==> config.mk <==
export PLATFORM = sky130hd
export DESIGN_NAME = regFile_flat
export DESIGN_NICKNAME = d
export VERILOG_FILES = /design/src/verilog/cpuPkg.sv /design/src/verilog/cpuIfs.sv /design/src/verilog/regFile.sv /design/src/flat_wrapper.sv
export SDC_FILE = /design/constraint.sdc
export NUM_CORES = 2
export LEC_CHECK = 0
export BUFFER_PORTS_ARGS = -buffer_cell sky130_fd_sc_hd__buf_2
export CAP_MARGIN = 10
export CELL_PAD_IN_SITES_DETAIL_PLACEMENT = 0
export CELL_PAD_IN_SITES_GLOBAL_PLACEMENT = 1
export CORE_AREA = 2 2 499 501
export CTS_BUF_LIST = sky130_fd_sc_hd__clkbuf_8
export CTS_CLUSTER_SIZE = 24
export DETAILED_ROUTE_END_ITERATION = 16
export DIE_AREA = 0 0 501 503
export HOLD_SLACK_MARGIN = 0.05
export PLACE_DENSITY_LB_ADDON = 0.1
export SLEW_MARGIN = 40
export SYNTH_ARGS = -nofsm -noshare
export SYNTH_HDL_FRONTEND = slang
export SYNTH_SLANG_ARGS = --single-unit
==> constraint.sdc <==
create_clock -name clk -period 67.2 [get_ports clk]
set_input_delay 6.72 -clock clk [delete_from_list [all_inputs] [get_ports clk]]
set_output_delay 6.72 -clock clk [all_outputs]
set_load 0.03 [all_outputs]
==> src/verilog/cpuPkg.sv <==
package cpuPkg;

  // Datapath sizes
  localparam int wordWidth    = 32;
  localparam int opCodeWidth  = 8;
  localparam int regCount     = 64;
  localparam int regAddrWidth = $clog2(regCount);  // 6 index bits

  typedef logic [wordWidth-1:0]    wordT;
  typedef logic [regAddrWidth-1:0] regAddrT;

  // Registers with a fixed role
  localparam regAddrT spReg   = regAddrT'(0);  // Stack pointer
  localparam regAddrT flagReg = regAddrT'(1);  // Compare flags

  // Bit positions inside flagReg
  localparam int flagEq = 0;
  localparam int flagLt = 1;
  localparam int flagGt = 2;

  localparam wordT stackStep = wordT'(4);  // Bytes per stack slot

  // Opcode byte, bits 7:0 of the first instruction word
  typedef enum logic [opCodeWidth-1:0] {
    MovRC  = 8'h01,
    MovRR  = 8'h02,
    MovRdC = 8'h03,
    MovRdR = 8'h04,
    MovdCR = 8'h05,
    PushR  = 8'h06,
    PopR   = 8'h07,
    CallR  = 8'h08,
    Ret    = 8'h09,
    CmpRR  = 8'h0a,
    CmpRC  = 8'h0b,
    JmpC   = 8'h0c,
    JeC    = 8'h0d,
    JneC   = 8'h0e,
    JzRC   = 8'h0f,
    JnzRC  = 8'h10,
    AddRRR = 8'h11,
    AddRRC = 8'h12,
    SubRRR = 8'h13,
    SubRRC = 8'h14,
    IncR   = 8'h15,
    DecR   = 8'h16,
    ShlRRR = 8'h17,
    ShrRRR = 8'h18,
    DoutR  = 8'h19,
    Stall  = 8'h1a
  } opCodeT;

  typedef enum logic [1:0] {memNone, memRead, memWrite} memAccessT;

  // 8-byte instructions, constant word at ip + 4
  function automatic logic isLongOp(input opCodeT op);
    return op inside {MovRC, MovRdC, MovdCR, CmpRC, AddRRC, SubRRC, JmpC, JeC, JneC, JzRC, JnzRC};
  endfunction

  function automatic memAccessT memAccessOf(input opCodeT op);
    memAccessT access;
    case (op)
      MovRdC, MovRdR, PopR, Ret: access = memRead;
      MovdCR, PushR, CallR:      access = memWrite;
      default:                   access = memNone;
    endcase
    return access;
  endfunction

endpackage

==> src/verilog/cpuIfs.sv <==


// Register file access, reads for the sequencer, writes for execute
interface regIf;
  import cpuPkg::*;

  regAddrT rdAddrA, rdAddrB, rdAddrC;
  wordT    rdDataA, rdDataB, rdDataC;
  wordT    spValue;
  logic    wrEn;
  regAddrT wrAddr;
  wordT    wrData;
  logic    spWrEn;      // Has priority on register 0
  wordT    spData;

  modport store (input rdAddrA, rdAddrB, rdAddrC, wrEn, wrAddr, wrData, spWrEn, spData,
                 output rdDataA, rdDataB, rdDataC, spValue);
  modport reader (output rdAddrA, rdAddrB, rdAddrC, input rdDataA, rdDataB, rdDataC, spValue);
  modport writer (output wrEn, wrAddr, wrData, spWrEn, spData, input spValue);
endinterface

==> src/verilog/regFile.sv <==
`timescale 1ns/100ps

module regFile (
  input  logic clk,
  input  logic reset,
  regIf.store  regs
);
  import cpuPkg::*;

  wordT mem [regCount];

  // Combinational reads
  assign regs.rdDataA = mem[regs.rdAddrA];
  assign regs.rdDataB = mem[regs.rdAddrB];
  assign regs.rdDataC = mem[regs.rdAddrC];
  assign regs.spValue = mem[spReg];

  always_ff @(posedge clk or posedge reset) begin
    if (reset) begin
      for (int i = 0; i < regCount; i++) begin
        mem[i] <= '0;
      end
    end else begin
      if (regs.wrEn) begin
        mem[regs.wrAddr] <= regs.wrData;
      end
      // Later assignment wins, so SP port overrides a general write to r0
      if (regs.spWrEn) begin
        mem[spReg] <= regs.spData;
      end
    end
  end

  wrAddrKnown: assert property (@(posedge clk) disable iff (reset)
    regs.wrEn |-> !$isunknown(regs.wrAddr));

endmodule
==> src/flat_wrapper.sv <==
// flat-port wrapper written by rule: the top's interface ports become plain ports
module regFile_flat import cpuPkg::*;
  (clk, reset, regs_rdAddrA, regs_rdAddrB, regs_rdAddrC, regs_wrEn, regs_wrAddr, regs_wrData, regs_spWrEn, regs_spData, regs_rdDataA, regs_rdDataB, regs_rdDataC, regs_spValue);
  regIf regs_i ();
  input  logic clk;
  input  logic reset;
  input wire logic [$bits(regs_i.rdAddrA)-1:0] regs_rdAddrA;
  input wire logic [$bits(regs_i.rdAddrB)-1:0] regs_rdAddrB;
  input wire logic [$bits(regs_i.rdAddrC)-1:0] regs_rdAddrC;
  input wire logic [$bits(regs_i.wrEn)-1:0] regs_wrEn;
  input wire logic [$bits(regs_i.wrAddr)-1:0] regs_wrAddr;
  input wire logic [$bits(regs_i.wrData)-1:0] regs_wrData;
  input wire logic [$bits(regs_i.spWrEn)-1:0] regs_spWrEn;
  input wire logic [$bits(regs_i.spData)-1:0] regs_spData;
  output wire logic [$bits(regs_i.rdDataA)-1:0] regs_rdDataA;
  output wire logic [$bits(regs_i.rdDataB)-1:0] regs_rdDataB;
  output wire logic [$bits(regs_i.rdDataC)-1:0] regs_rdDataC;
  output wire logic [$bits(regs_i.spValue)-1:0] regs_spValue;
  assign regs_i.rdAddrA = regs_rdAddrA;
  assign regs_i.rdAddrB = regs_rdAddrB;
  assign regs_i.rdAddrC = regs_rdAddrC;
  assign regs_i.wrEn = regs_wrEn;
  assign regs_i.wrAddr = regs_wrAddr;
  assign regs_i.wrData = regs_wrData;
  assign regs_i.spWrEn = regs_spWrEn;
  assign regs_i.spData = regs_spData;
  assign regs_rdDataA = regs_i.rdDataA;
  assign regs_rdDataB = regs_i.rdDataB;
  assign regs_rdDataC = regs_i.rdDataC;
  assign regs_spValue = regs_i.spValue;
  regFile u_core (.clk(clk), .reset(reset), .regs(regs_i));
endmodule
==> results.json <==
{
  "dpl.hpwl_um": 266900,
  "end_kind": "output pin",
  "slew_violations": 0,
  "yosysTopAreaCell": "dfrtp_1",
  "grt_pass1_wl_um": 655800,
  "grt_overflow": 0,
  "start_util_pct": 50.76,
  "num_vias": 83240,
  "fillCellCount": 19460,
  "die_y_um": 503,
  "path_class": "primary input to output pin",
  "grt_use_total_pct": 36.95,
  "cts_resized": 0,
  "syn_to_final_growth_pct": 10.25,
  "die-area_um2": 252000,
  "worstPathArrival_ns": 12.11,
  "rsz0062_at_grt": "no",
  "io_buffers": 219,
  "cts_root_buf": "clkbuf_8",
  "h-tree-depth": 5,
  "postCtsSetupBuffers": 0,
  "numCtsBuffers": 386,
  "yosys_warnings": 0,
  "min_path_type": "register to register",
  "worstPathRequired_ns": 60.48,
  "yosysSeqAreaShare_pct": 40.86,
  "cts.sinks": 2048,
  "fmax_mhz": 53.09,
  "power.leakage_uw": 0.05994,
  "max_cap_viol_count": 0,
  "crit_buf_inv": 7,
  "fin_ws_ns": 48.37,
  "fin_nets": 7882,
  "min_period_ns": 18.83,
  "path_max_fanout": 48,
  "ys.flop_type": "dfrtp_1",
  "cp_slowest_cell": "buf_4",
  "synth_area_per_cell_um2": 15.89,
  "drt_iter0_markers": 10010,
  "die_w_um": 501,
  "cp-start-kind": "primary input",
  "cp_top_family": "buffers and inverters",
  "maxSlewHeadroom_pct": 35.86,
  "worst_pin_slew_ns": 0.9353,
  "clk_pin_slew_ns": 0.06,
  "layout_common_cells": "2067 x mux2_2, 2048 x dfrtp_1, 1744 x mux4_2",
  "fin_crit_sh_pct": 28.03,
  "critical_path.most_common_cell": "buf_6",
  "tns_ns": 0,
  "ys_ff_latch": 2048,
  "drt_wl_total_um": 461800,
  "worst_path_largest_cell_delay_ns": 0.73,
  "peakVddDrop_v": 0.00002053,
  "synth-edff-count": 0,
  "wl_per_cell_um": 40.82,
  "drt_pass1_iterations": 6,
  "hold_viol_final": 0,
  "pin_count": 220,
  "ant_nets": 0,
  "place_ws_ns": 47.98,
  "rows": 183,
  "synth_top_area_share_pct": 40.86,
  "remaining_drc_errors": 0,
  "grt_pass1_vias": 85020,
  "vias_per_cell": 7.356,
  "status": "finished, final reports clean",
  "core-area_um2": 247100,
  "cts_tree": "yes",
  "synth_area_um2": 125400,
  "hold_buffers": 0,
  "synth_cell_types": 42,
  "fin_hold_ws_ns": 0.5417,
  "antenna_found_initial": 24,
  "synthTopCellsByArea": "dfrtp_1 41%, mux4_2 31%, mux2_2 19%",
  "gp_congestion": 0.8687,
  "fin_skew_ns": 0,
  "syn_inst": 7895,
  "layout_commonest_cell": "mux2_2",
  "cellPowerDensity_nw_per_um2": 26.11,
  "syn_nets": 7987,
  "insertion_delay_ns": 1.09,
  "drive_above_1_share_pct": 61.60,
  "grt_max_degree": 133,
  "cp_cell_sequence": "buf_8, buf_4, buf_6, buf_6, buf_6, buf_6, mux4_2, mux2_2, o211ai_1, a21oi_1, buf_2",
  "async_flop_share_pct": 100.0,
  "finalSetupViolCount": 0,
  "ctsLongestPathBuffers": 4
}
[kinds of logic after synthesis]
logic type	after synthesis	synth area share [%]
buf+inv	965	3.362
simple gates	348	1.201
compound gates	392	2.056
flops	2048	40.86
mux	4142	52.52
[path summary, 6_finish.rpt]
check / from / to / slack, ns / cells after the start
max: regs_rdAddrA[0] / regs_rdDataA[14] / 48.37 / 11
min in group asynchronous: reset / u_core.mem[1208] / 5.69 / 2
min: u_core.mem[421] / u_core.mem[421] / 0.54 / 1
max in group asynchronous: reset / u_core.mem[464] / 57.84 / 9
max reg2reg: u_core.regs.spValue[7] / u_core.regs.spValue[7] / 65.96 / 2
min reg2reg: u_core.mem[421] / u_core.mem[421] / 0.54 / 1
[power by group]
part | leakage [µW] | internal (µW) | switching (µW)
clock | 0.00444 | 690 | 559
combinational | 0.0283 | 442 | 358
sequential | 0.0272 | 1400 | 163
total | 0.0599 | 2530 | 1080
[Yosys cell counts (3+ instances only)]
library cell,n
a21oi_1,87
a22o_1,6
o22ai_1,89
a31oi_1,6
buf_1,153
dfrtp_1,2048
mux2i_1,331
a221o_1,6
nor2_1,96
nand3_1,12
o21ai_0,43
nor2b_1,28
and2_1,7
buf_2,190
buf_4,83
buf_6,6
mux2_2,2067
a22oi_1,58
nand2b_1,11
a211oi_1,21
mux4_2,1744
o211ai_1,33
nor3_1,8
inv_1,3
clkbuf_1,528
nand2_1,168
a211o_1,6
or2_2,4
a221oi_1,31
[stage by stage]
step	area [µm²]	utilization, %	total power [µW]	cells
finish	138300	55.97	3610	11320
global route	138200	55.96	3747	11310
CTS	137900	55.83	3612	11290
detailed placement	130200	52.70	2364	10630
global placement	128800	52.13	2331	10600
floorplan	125400	-	2125	7895
[registers in the layout, indices dropped and copies added, names as in the netlist]
register	flops
u_core.regs.spValue	32
u_core.mem	2016
[worst reg2reg max path, delay by kind of cell (launching register included)]
kind | cells | cell delay (ns)
flip-flops | 1 | 0.49
multiplexers | 1 | 0.47
AO/OA/AOI/OAI | 1 | 0.13
[cell type report]
class	count	area [µm²]	share of cell area, %
Antenna cell	18	45.04	0.03258
Sequential cell	2048	51250	37.06
Clock buffer	489	6730	4.867
Timing Repair Buffer	467	4184	3.026
Multi-Input combinational cell	4882	70960	51.32
Tap cell	3237	4050	2.929
Inverter	5	43.79	0.03167
Clock inverter	169	1007	0.7284
[per-layer routing]
metal	global-route usage, %	part of all wire, %	vias to the layer above
met4	17.11	5.0	8
met3	10.51	10	1024
met5	0	0.012	-
li1	-	-	31640
met2	55.03	45	4786
met1	50.57	39	45770
Power figures use the tool's default switching activity.
