`src/verilog/cpuPkg.sv`:
```
package cpuPkg;

  // Datapath sizes
  localparam int wordWidth    = 32;
  localparam int opCodeWidth  = 8;
  localparam int regCount     = 64;
  localparam int regAddrWidth = $clog2(regCount);  // 6 index bits

  typedef logic [wordWidth-1:0]    wordT;
  typedef logic [regAddrWidth-1:0] regAddrT;

  // Registers with a fixed role
  localparam regAddrT spReg   = regAddrT'(0);  // Stack pointer
  localparam regAddrT flagReg = regAddrT'(1);  // Compare flags

  // Bit positions inside flagReg
  localparam int flagEq = 0;
  localparam int flagLt = 1;
  localparam int flagGt = 2;

  localparam wordT stackStep = wordT'(4);  // Bytes per stack slot

  // Opcode byte, bits 7:0 of the first instruction word
  typedef enum logic [opCodeWidth-1:0] {
    MovRC  = 8'h01,
    MovRR  = 8'h02,
    MovRdC = 8'h03,
    MovRdR = 8'h04,
    MovdCR = 8'h05,
    PushR  = 8'h06,
    PopR   = 8'h07,
    CallR  = 8'h08,
    Ret    = 8'h09,
    CmpRR  = 8'h0a,
    CmpRC  = 8'h0b,
    JmpC   = 8'h0c,
    JeC    = 8'h0d,
    JneC   = 8'h0e,
    JzRC   = 8'h0f,
    JnzRC  = 8'h10,
    AddRRR = 8'h11,
    AddRRC = 8'h12,
    SubRRR = 8'h13,
    SubRRC = 8'h14,
    IncR   = 8'h15,
    DecR   = 8'h16,
    ShlRRR = 8'h17,
    ShrRRR = 8'h18,
    DoutR  = 8'h19,
    Stall  = 8'h1a
  } opCodeT;

  typedef enum logic [1:0] {memNone, memRead, memWrite} memAccessT;

  // 8-byte instructions, constant word at ip + 4
  function automatic logic isLongOp(input opCodeT op);
    return op inside {MovRC, MovRdC, MovdCR, CmpRC, AddRRC, SubRRC, JmpC, JeC, JneC, JzRC, JnzRC};
  endfunction

  function automatic memAccessT memAccessOf(input opCodeT op);
    memAccessT access;
    case (op)
      MovRdC, MovRdR, PopR, Ret: access = memRead;
      MovdCR, PushR, CallR:      access = memWrite;
      default:                   access = memNone;
    endcase
    return access;
  endfunction

endpackage

```
`src/verilog/cpuIfs.sv`:
```
`timescale 1ns/100ps

// Decoded instruction from sequencer to execute unit, results back
interface instrIf;
  import cpuPkg::*;

  logic    execStrobe;
  opCodeT  opCode;
  regAddrT dstAddr;     // Field A
  wordT    opA;
  wordT    opB;
  wordT    opC;
  wordT    dataWord;    // Constant of long ops
  wordT    ramValue;    // Data read result
  wordT    instrPtr;
  logic    execDone;
  logic    jumpTaken;
  wordT    jumpTarget;

  modport seq (output execStrobe, opCode, dstAddr, opA, opB, opC, dataWord, ramValue,
               instrPtr, input execDone, jumpTaken, jumpTarget);
  modport exec (input execStrobe, opCode, dstAddr, opA, opB, opC, dataWord, ramValue,
                instrPtr, output execDone, jumpTaken, jumpTarget);
endinterface

// Register file access, reads for the sequencer, writes for execute
interface regIf;
  import cpuPkg::*;

  regAddrT rdAddrA, rdAddrB, rdAddrC;
  wordT    rdDataA, rdDataB, rdDataC;
  wordT    spValue;
  logic    wrEn;
  regAddrT wrAddr;
  wordT    wrData;
  logic    spWrEn;      // Has priority on register 0
  wordT    spData;

  modport store (input rdAddrA, rdAddrB, rdAddrC, wrEn, wrAddr, wrData, spWrEn, spData,
                 output rdDataA, rdDataB, rdDataC, spValue);
  modport reader (output rdAddrA, rdAddrB, rdAddrC, input rdDataA, rdDataB, rdDataC, spValue);
  modport writer (output wrEn, wrAddr, wrData, spWrEn, spData, input spValue);
endinterface

```
`src/verilog/execUnit.sv`:
```
`timescale 1ns/100ps

module execUnit (
  input  logic         clk,
  input  logic         reset,
  instrIf.exec         instr,
  regIf.writer         regs,
  output logic         debugValid,
  output cpuPkg::wordT debugValue
);
  import cpuPkg::*;

  logic    wrNeeded, spNeeded, taken, dout;
  regAddrT resultAddr;
  wordT    result, spNext, target;

  // Unsigned compare into the three flag bits
  function automatic wordT compareFlags(input wordT lhs, input wordT rhs);
    wordT flags;
    flags         = '0;
    flags[flagEq] = (lhs == rhs);
    flags[flagLt] = (lhs < rhs);
    flags[flagGt] = (lhs > rhs);
    return flags;
  endfunction

  always_comb begin
    wrNeeded   = 1'b0;
    spNeeded   = 1'b0;
    taken      = 1'b0;
    dout       = 1'b0;
    resultAddr = instr.dstAddr;
    result     = instr.ramValue;           // Loads and pops
    spNext     = regs.spValue + stackStep;
    target     = instr.dataWord;           // Constant jump address
    case (instr.opCode)
      MovRC: begin
        wrNeeded = 1'b1;
        result   = instr.dataWord;
      end
      MovRR: begin
        wrNeeded = 1'b1;
        result   = instr.opB;
      end
      MovRdC, MovRdR: wrNeeded = 1'b1;
      PushR:          spNeeded = 1'b1;
      PopR: begin
        wrNeeded = 1'b1;
        spNeeded = 1'b1;
        spNext   = regs.spValue - stackStep;
      end
      CallR: begin
        spNeeded = 1'b1;
        taken    = 1'b1;
        target   = instr.opA;
      end
      Ret: begin
        spNeeded = 1'b1;
        spNext   = regs.spValue - stackStep;
        taken    = 1'b1;
        target   = instr.ramValue + 4;     // Skip the CallR
      end
      CmpRR: begin
        wrNeeded   = 1'b1;
        resultAddr = flagReg;
        result     = compareFlags(instr.opA, instr.opB);
      end
      CmpRC: begin
        wrNeeded   = 1'b1;
        resultAddr = flagReg;
        result     = compareFlags(instr.opA, instr.dataWord);
      end
      JmpC:   taken = 1'b1;
      JeC:    taken = instr.opA[flagEq];   // opA holds flagReg here
      JneC:   taken = !instr.opA[flagEq];
      JzRC:   taken = (instr.opC == '0);
      JnzRC:  taken = (instr.opC != '0);
      AddRRR: begin
        wrNeeded = 1'b1;
        result   = instr.opB + instr.opC;
      end
      AddRRC: begin
        wrNeeded = 1'b1;
        result   = instr.opB + instr.dataWord;
      end
      SubRRR: begin
        wrNeeded = 1'b1;
        result   = instr.opB - instr.opC;
      end
      SubRRC: begin
        wrNeeded = 1'b1;
        result   = instr.opB - instr.dataWord;
      end
      IncR: begin
        wrNeeded = 1'b1;
        result   = instr.opA + 1;
      end
      DecR: begin
        wrNeeded = 1'b1;
        result   = instr.opA - 1;
      end
      ShlRRR: begin
        wrNeeded = 1'b1;
        result   = instr.opB << instr.opC;
      end
      ShrRRR: begin
        wrNeeded = 1'b1;
        result   = instr.opB >> instr.opC;
      end
      DoutR:  dout = 1'b1;
      Stall: begin
        taken  = 1'b1;                     // Spins on itself
        target = instr.instrPtr;
      end
      default: ;                           // Unknown opcode is a no-op
    endcase
  end

  always_ff @(posedge clk or posedge reset) begin
    if (reset) begin
      instr.execDone  <= 1'b0;
      instr.jumpTaken <= 1'b0;
      regs.wrEn       <= 1'b0;
      regs.spWrEn     <= 1'b0;
      debugValid      <= 1'b0;
    end else begin
      instr.execDone  <= instr.execStrobe;   // Always one cycle later
      instr.jumpTaken <= instr.execStrobe && taken;
      regs.wrEn       <= instr.execStrobe && wrNeeded;
      regs.spWrEn     <= instr.execStrobe && spNeeded;
      debugValid      <= instr.execStrobe && dout;
      if (instr.execStrobe) begin
        instr.jumpTarget <= target;
        regs.wrAddr      <= resultAddr;
        regs.wrData      <= result;
        regs.spData      <= spNext;
        debugValue       <= instr.opA;
      end
    end
  end

  // Handshake with the sequencer, one strobe per result
  doneAfterStrobe: assert property (@(posedge clk) disable iff (reset)
    instr.execStrobe |=> instr.execDone && !instr.execStrobe);
  // Decoded opcode settled when execution starts
  opKnownAtStrobe: assert property (@(posedge clk) disable iff (reset)
    instr.execStrobe |-> !$isunknown(instr.opCode));

endmodule

```
`src/flat_wrapper.sv`:
```
// flat-port wrapper written by rule: the top's interface ports become plain ports
module execUnit_flat import cpuPkg::*;
  (clk, reset, debugValid, debugValue, instr_execStrobe, instr_opCode, instr_dstAddr, instr_opA, instr_opB, instr_opC, instr_dataWord, instr_ramValue, instr_instrPtr, instr_execDone, instr_jumpTaken, instr_jumpTarget, regs_wrEn, regs_wrAddr, regs_wrData, regs_spWrEn, regs_spData, regs_spValue);
  instrIf instr_i ();
  regIf regs_i ();
  input  logic clk;
  input  logic reset;
  output logic debugValid;
  output cpuPkg::wordT debugValue;
  input wire logic [$bits(instr_i.execStrobe)-1:0] instr_execStrobe;
  input wire logic [$bits(instr_i.opCode)-1:0] instr_opCode;
  input wire logic [$bits(instr_i.dstAddr)-1:0] instr_dstAddr;
  input wire logic [$bits(instr_i.opA)-1:0] instr_opA;
  input wire logic [$bits(instr_i.opB)-1:0] instr_opB;
  input wire logic [$bits(instr_i.opC)-1:0] instr_opC;
  input wire logic [$bits(instr_i.dataWord)-1:0] instr_dataWord;
  input wire logic [$bits(instr_i.ramValue)-1:0] instr_ramValue;
  input wire logic [$bits(instr_i.instrPtr)-1:0] instr_instrPtr;
  output wire logic [$bits(instr_i.execDone)-1:0] instr_execDone;
  output wire logic [$bits(instr_i.jumpTaken)-1:0] instr_jumpTaken;
  output wire logic [$bits(instr_i.jumpTarget)-1:0] instr_jumpTarget;
  output wire logic [$bits(regs_i.wrEn)-1:0] regs_wrEn;
  output wire logic [$bits(regs_i.wrAddr)-1:0] regs_wrAddr;
  output wire logic [$bits(regs_i.wrData)-1:0] regs_wrData;
  output wire logic [$bits(regs_i.spWrEn)-1:0] regs_spWrEn;
  output wire logic [$bits(regs_i.spData)-1:0] regs_spData;
  input wire logic [$bits(regs_i.spValue)-1:0] regs_spValue;
  assign instr_i.execStrobe = instr_execStrobe;
  assign instr_i.opCode = instr_opCode;
  assign instr_i.dstAddr = instr_dstAddr;
  assign instr_i.opA = instr_opA;
  assign instr_i.opB = instr_opB;
  assign instr_i.opC = instr_opC;
  assign instr_i.dataWord = instr_dataWord;
  assign instr_i.ramValue = instr_ramValue;
  assign instr_i.instrPtr = instr_instrPtr;
  assign instr_execDone = instr_i.execDone;
  assign instr_jumpTaken = instr_i.jumpTaken;
  assign instr_jumpTarget = instr_i.jumpTarget;
  assign regs_wrEn = regs_i.wrEn;
  assign regs_wrAddr = regs_i.wrAddr;
  assign regs_wrData = regs_i.wrData;
  assign regs_spWrEn = regs_i.spWrEn;
  assign regs_spData = regs_i.spData;
  assign regs_i.spValue = regs_spValue;
  execUnit u_core (.clk(clk), .reset(reset), .instr(instr_i), .regs(regs_i), .debugValid(debugValid), .debugValue(debugValue));
endmodule
```
`config.mk`:
```
export PLATFORM = sky130hd
export DESIGN_NAME = execUnit_flat
export DESIGN_NICKNAME = d
export VERILOG_FILES = /design/src/verilog/cpuPkg.sv /design/src/verilog/cpuIfs.sv /design/src/verilog/execUnit.sv /design/src/flat_wrapper.sv
export SDC_FILE = /design/constraint.sdc
export NUM_CORES = 1
export LEC_CHECK = 0
export ABC_CLOCK_PERIOD_IN_PS = 800
export BUFFER_PORTS_ARGS = -buffer_cell sky130_fd_sc_hd__buf_4
export CORE_ASPECT_RATIO = 0.6
export CORE_MARGIN = 1
export CORE_UTILIZATION = 25
export DETAILED_ROUTE_END_ITERATION = 6
export PLACE_DENSITY = 0.47
export SLEW_MARGIN = 15
export SYNTH_ARGS = -nofsm -noshare
export SYNTH_HDL_FRONTEND = slang
export SYNTH_SLANG_ARGS = --single-unit
```
`constraint.sdc`:
```
create_clock -name clk -period 0.8 [get_ports clk]
set_clock_uncertainty 0.15 [all_clocks]
set_input_delay 0.04 -clock clk [delete_from_list [all_inputs] [get_ports clk]]
set_output_delay 0.04 -clock clk [all_outputs]
set_load 0.02 [all_outputs]
```
==> flow_summary.yaml, run 1 <==
setup_path:
  critPathRequiredTime_ns: 0.87
  path_class: "in2reg"
  critPathCaptureType: "flop"
  crit_path_max_fanout: 3
  critical_path_arrival_ns: 3.91
  critPathLaunchType: "input port"
cts:
  cts_tree: "yes"
  path_clk_slew_ns: 0.07
  cts_buffer_depth: 2
  holdBufCountCts: 40
  numCtsBuffers: 17
  cts_htree_levels: 4
  root_buffer: "clkbuf_16"
  clock-sinks: 139
grt:
  grt_pass1_wl_mm: 180
  antenna_found_initial: 7
  grt_max_degree: 75
  grt_overflow_total: 0
  grt_usage_pct: 34.5
  grt_pass1_vias: 24585
logic_synthesis:
  synth.distinct_cells: 79
  netlist_instances: 2297
  synth-compound-area-share_pct: 28.2
  ys_warn_count: 0
  synth_xor_area_share_pct: 5.00
  synth_flop_cell: "edfxtp_1"
  synthSimpleGateAreaFrac_pct: 20.8
  syn_avg_cell_area_um2: 7.86
  muxShareOfSynthArea_pct: 7.18
  synth_top_family_by_area: "compound AO/OA/AOI/OAI gates"
  async_flop_share_pct: 3.60
  synth_seq_area_share_pct: 23.0
  synth_seq_cells: 139
  synth_edf_count: 134
  syn-num-nets: 2697
  synth_fa_ha_area_share_pct: 11.1
  synth_area_um2: 18100
cells_and_area:
  antenna_cells: 0
  final_cell_mix: "buf_4 (1209), nor2_1 (220), nand2_1 (184), buf_6 (139), a21oi_1 (137)"
  final_nets: 4029
  fin_cells: 4604
  synthToLayoutAreaGrowth_pct: 90.1
  drive_above_1_share_pct: 51.7
  layout_commonest_cell: "buf_4"
timing:
  max-slew-margin-rel_pct: 32.2
  grt_setup_unrepaired: "yes"
  hold_viol_final: 74
  finalSetupViolCount: 396
  final.period_utilization_pct: 479
  holdWs_ns: -0.187
  worst_pin_slew_ns: 1.02
  drv_slew: 0
  fmax_ghz: 0.261
  min_period_ns: 3.83
  setup_ws_ns: -3.03
drt:
  drt-vias-per-instance: 5.58
  routed_wl_mm: 131
  detail_route.iter0.violations: 3084
  via_count: 25707
  drtPass1Iterations: 7
  post_drt_wl_per_cell_um: 28.4
  antenna_left: 0
  drc: 8
floorplan:
  rows: 75
  core_area_um2: 70700
  die_area_um2: 73400
  die_w_um: 349
  dieHeight_um: 210
  start_util_pct: 25.6
  io_pins: 380
placed_design:
  portBuffers: 379
  gp_congestion: 1.06
  dp_hpwl_mm: 107
  place_inst: 4417
status:
  status: "finished with violations"
  violations: "design-rule violations, negative hold slack, negative setup slack"
pwr:
  power_mw: 34.9
  leakagePower_nw: 15.3
  ir_drop_uv: 1230
  power.density_nw_per_um2: 1020
min_path:
  min_path_type: "in2reg"
run:
  cap_violations: 0
==> metal layers <==
layer	wire length [um]	global-route usage [%]
met5	26	0
met4	2990	7.18
met3	17500	13.1
met2	48400	44.6
met1	61900	52.3
==> registers in the layout (all words and copies together), names as in the netlist <==
signal	flops
u_core.debugValid	1
u_core.regs.spWrEn	1
u_core.instr.jumpTaken	1
u_core.regs.wrAddr	6
u_core.instr.jumpTarget	32
u_core.debugValue	32
u_core.regs.spData	32
u_core.instr.execDone	1
u_core.regs.wrEn	1
u_core.regs.wrData	32
==> path summary, 6_finish.rpt <==
path,startpoint,cells past startpoint,endpoint,slack [ns]
setup / recovery,instr_dataWord[10],19,u_core.regs.wrData[28]$_DFFE_PP_,-3.03
hold / removal,instr_ramValue[1],2,u_core.regs.wrData[1]$_DFFE_PP_,-0.19
max in group asynchronous,reset,3,u_core.debugValid$_DFF_PP0_,0.40
min in group asynchronous,reset,3,u_core.instr.jumpTaken$_DFF_PP0_,-0.07
==> through the flow <==
| stage | cell area [um2] | util, % | hold WS, ns | setup TNS, ns | setup slack [ns] |
|---|---|---|---|---|---|
| final | 34300 | 48.6 | -0.187 | -308.67 | -3.03 |
| after global routing | 34300 | 48.6 | -0.202 | -323.47 | -3.16 |
| after detailed placement | 29300 | 41.4 | -0.175 | -291.89 | -3.92 |
| after floorplan | 18700 | - | -0.331 | -439.57 | -3.16 |
| after global placement | 29300 | 41.4 | -0.182 | -287.78 | -3.75 |
| after CTS | 33200 | 47.0 | -0.230 | -299.89 | -2.96 |
==> cell usage after synthesis (71+ instances only) <==
master / number / area share (%)
a21oi_1: 195 / 5.4
o21ai_0: 146 / 4.0
nor3_1: 76 / 2.1
edfxtp_1: 134 / 22
clkbuf_1: 111 / 2.3
xnor2_1: 73 / 3.5
a21o_1: 71 / 3.0
nor2_1: 261 / 5.4
inv_1: 94 / 2.0
nand2_1: 208 / 4.3
ha_1: 156 / 11
==> layout make-up <==
type                            count  area (um2)
Tap cell                          962        1200
Fill cell                        6792       36300
Timing Repair Buffer             1438       12000
Sequential cell                   139        4150
Inverter                           97         367
Clock inverter                     15         210
Clock buffer                       17         425
Multi-Input combinational cell   1936       16000
==> timing repair <==
item,4_1_cts,5_1_grt
cloned,2,1
endpoints found under the setup margin,240,391
pin swaps,231,176
buffers inserted,88,55
endpoints found under the hold margin,149,70
resized for setup,475,176
==> cells by family after synthesis <==
group | Yosys count
AO/OA/AOI/OAI | 771
XOR/XNOR | 103
adder cells (fa/ha/maj) | 159
buffers and inverters | 222
flip-flops | 139
multiplexers | 96
AND/OR/NAND/NOR | 807
==> power breakdown <==
part / total (mW) / switching (mW) / internal (mW)
registers: 8.75 / 0.188 / 8.56
clock network: 9.03 / 3.76 / 5.27
logic: 17.1 / 9.33 / 7.76
total: 34.9 / 13.3 / 21.6
==> critical path, cell delays in order <==
cell,delay [ns]
buf_6,0.09
or3_4,0.39
nand3b_1,0.19
buf_6,0.17
or3_4,0.38
or3_4,0.41
nor3_4,0.16
nand2_1,0.11
o31ai_2,0.21
a211oi_2,0.10
ha_1,0.33
and3_4,0.22
nand2_4,0.08
nor2_2,0.06
a2111oi_4,0.36
buf_4,0.18
nor4b_2,0.04
a211oi_2,0.24
a31oi_1,0.11
Note: power is estimated with default switching activity, not from simulation.
==> inputs of run 2 (changes only) <==
- PLACE_DENSITY: 0.47 -> 0.5
- REMOVE_ABC_BUFFERS: unset -> 1
==> run 2 against run 1 <==
Net effect: non-clock buffer count increased by 2; die area unchanged; first-iteration DRC count increased by 15%; highest routed layer unchanged; flip-flop and latch count unchanged; utilization decreased by 0.13 points; combinational power decreased by 7%; maximum frequency decreased by 0.98%; power decreased by 6.9%; the run still ends with design-rule violations, negative hold slack, negative setup slack left; global-route usage decreased by 1.3 points.
==> flow_summary.yaml, run 2 (synthesis gave the netlist of run 1 again) <==
timing:
  drv_slew: 0
  tns_ns: -317.04
  max-slew-margin-rel_pct: 40.1
  min_period_ns: 3.87
  final.period_utilization_pct: 484
  holdWs_ns: -0.265
  fmax_ghz: 0.258
  worst_pin_slew_ns: 0.890
  setup_ws_ns: -3.07
  hold_viol_final: 82
  finalSetupViolCount: 392
  grt_setup_unrepaired: "yes"
drt:
  post_drt_wl_per_cell_um: 27.6
  detail_route.iter0.violations: 3554
  drt-vias-per-instance: 5.61
  via_count: 25846
  antenna_left: 0
  drc: 1
  routed_wl_mm: 127
  drtPass1Iterations: 7
cells_and_area:
  synthToLayoutAreaGrowth_pct: 89.6
  fin_cells: 4606
  final_cell_mix: "buf_4 (1200), nor2_1 (203), nand2_1 (173), buf_6 (150), edfxtp_1 (134)"
  layout_commonest_cell: "buf_4"
  design_area_um2: 34200
  final_nets: 4031
  drive_above_1_share_pct: 52.5
  antenna_cells: 0
  final_util_pct: 48.5
pwr:
  power.density_nw_per_um2: 948
  ir_drop_uv: 975
  power_mw: 32.5
  leakagePower_nw: 15.2
grt:
  grt_overflow_total: 0
  grt_max_degree: 75
  grt_pass1_wl_mm: 175
  grt_pass1_vias: 24676
  antenna_found_initial: 3
  grt_usage_pct: 33.2
placed_design:
  gp_congestion: 1.06
  portBuffers: 379
  dp_hpwl_mm: 103
  placed_cell_area_um2: 28700
  pre_cts_ws_ns: -4.30
  place_inst: 4414
setup_path:
  critPathLaunchType: "input port"
  path_class: "in2reg"
  critPathCaptureType: "flop"
  critPathRequiredTime_ns: 0.88
  crit_path_max_fanout: 3
  critical_path_arrival_ns: 3.95
status:
  status: "finished with violations"
  violations: "design-rule violations, negative hold slack, negative setup slack"
min_path:
  min_path_type: "in2reg"
cts:
  root_buffer: "clkbuf_16"
  clock-sinks: 139
  holdBufCountCts: 41
  numCtsBuffers: 17
  path_clk_slew_ns: 0.07
  cts_buffer_depth: 2
  cts_htree_levels: 4
  cts_tree: "yes"
floorplan:
  rows: 75
  core_area_um2: 70700
  io_pins: 380
  start_util_pct: 25.6
  dieHeight_um: 210
  die_w_um: 349
  die_area_um2: 73400
run:
  cap_violations: 0
[run 2: critical path, stage by stage]
cell	delay, ns
buf_6	0.11
or3_4	0.37
nand3b_1	0.23
buf_4	0.19
or3_4	0.41
or3_4	0.42
nor3_4	0.18
nand2_2	0.11
o31ai_4	0.19
a211oi_2	0.12
ha_4	0.32
and3_4	0.21
nand2_4	0.06
a21oi_2	0.12
o211ai_1	0.12
nand2_2	0.21
o221ai_2	0.14
xnor2_1	0.14
a21oi_1	0.13
o22ai_1	0.10
[run 2: area by class of cell]
class                   count  area, um2
well taps                 962       1200
fillers                  6766      36400
flip-flops and latches    139       4150
inverters                  97        370
repair buffers           1440      12100
multi-input cells        1936      15900
clock inverters            12       93.8
clock buffers              20        437
[run 2: report_power, final]
group	internal [mW]	total, mW	switching (mW)
sequential	8.56	8.75	0.189
combinational	7.41	15.9	8.53
clock	3.98	7.76	3.77
[run 2: repair_timing]
item,in CTS,in global routing
endpoints found under the hold margin,144,83
cloned,2,3
pin swaps,235,189
endpoints found under the setup margin,241,388
setup buffers,104,50
resized for setup,563,245
[run 2: layer usage]
metal  vias up  track usage [%]  wire length, um
li1      11453                -                -
met2      1397             43.3            48600
met1     12897             52.7            62100
met4         4             5.35             1430
met5         -                0               50
met3        95             9.35            15100
[run 2: path summary, 6_finish.rpt]
path | from | endpoint | slack (ns) | depth (start not counted)
setup / recovery | instr_dataWord[12] | u_core.regs.wrData[31]$_DFFE_PP_ | -3.07 | 20
hold / removal | instr_ramValue[1] | u_core.regs.wrData[1]$_DFFE_PP_ | -0.27 | 2
max in group asynchronous | reset | u_core.instr.execDone$_DFF_PP0_ | 0.40 | 3
min in group asynchronous | reset | u_core.debugValid$_DFF_PP0_ | -0.07 | 3
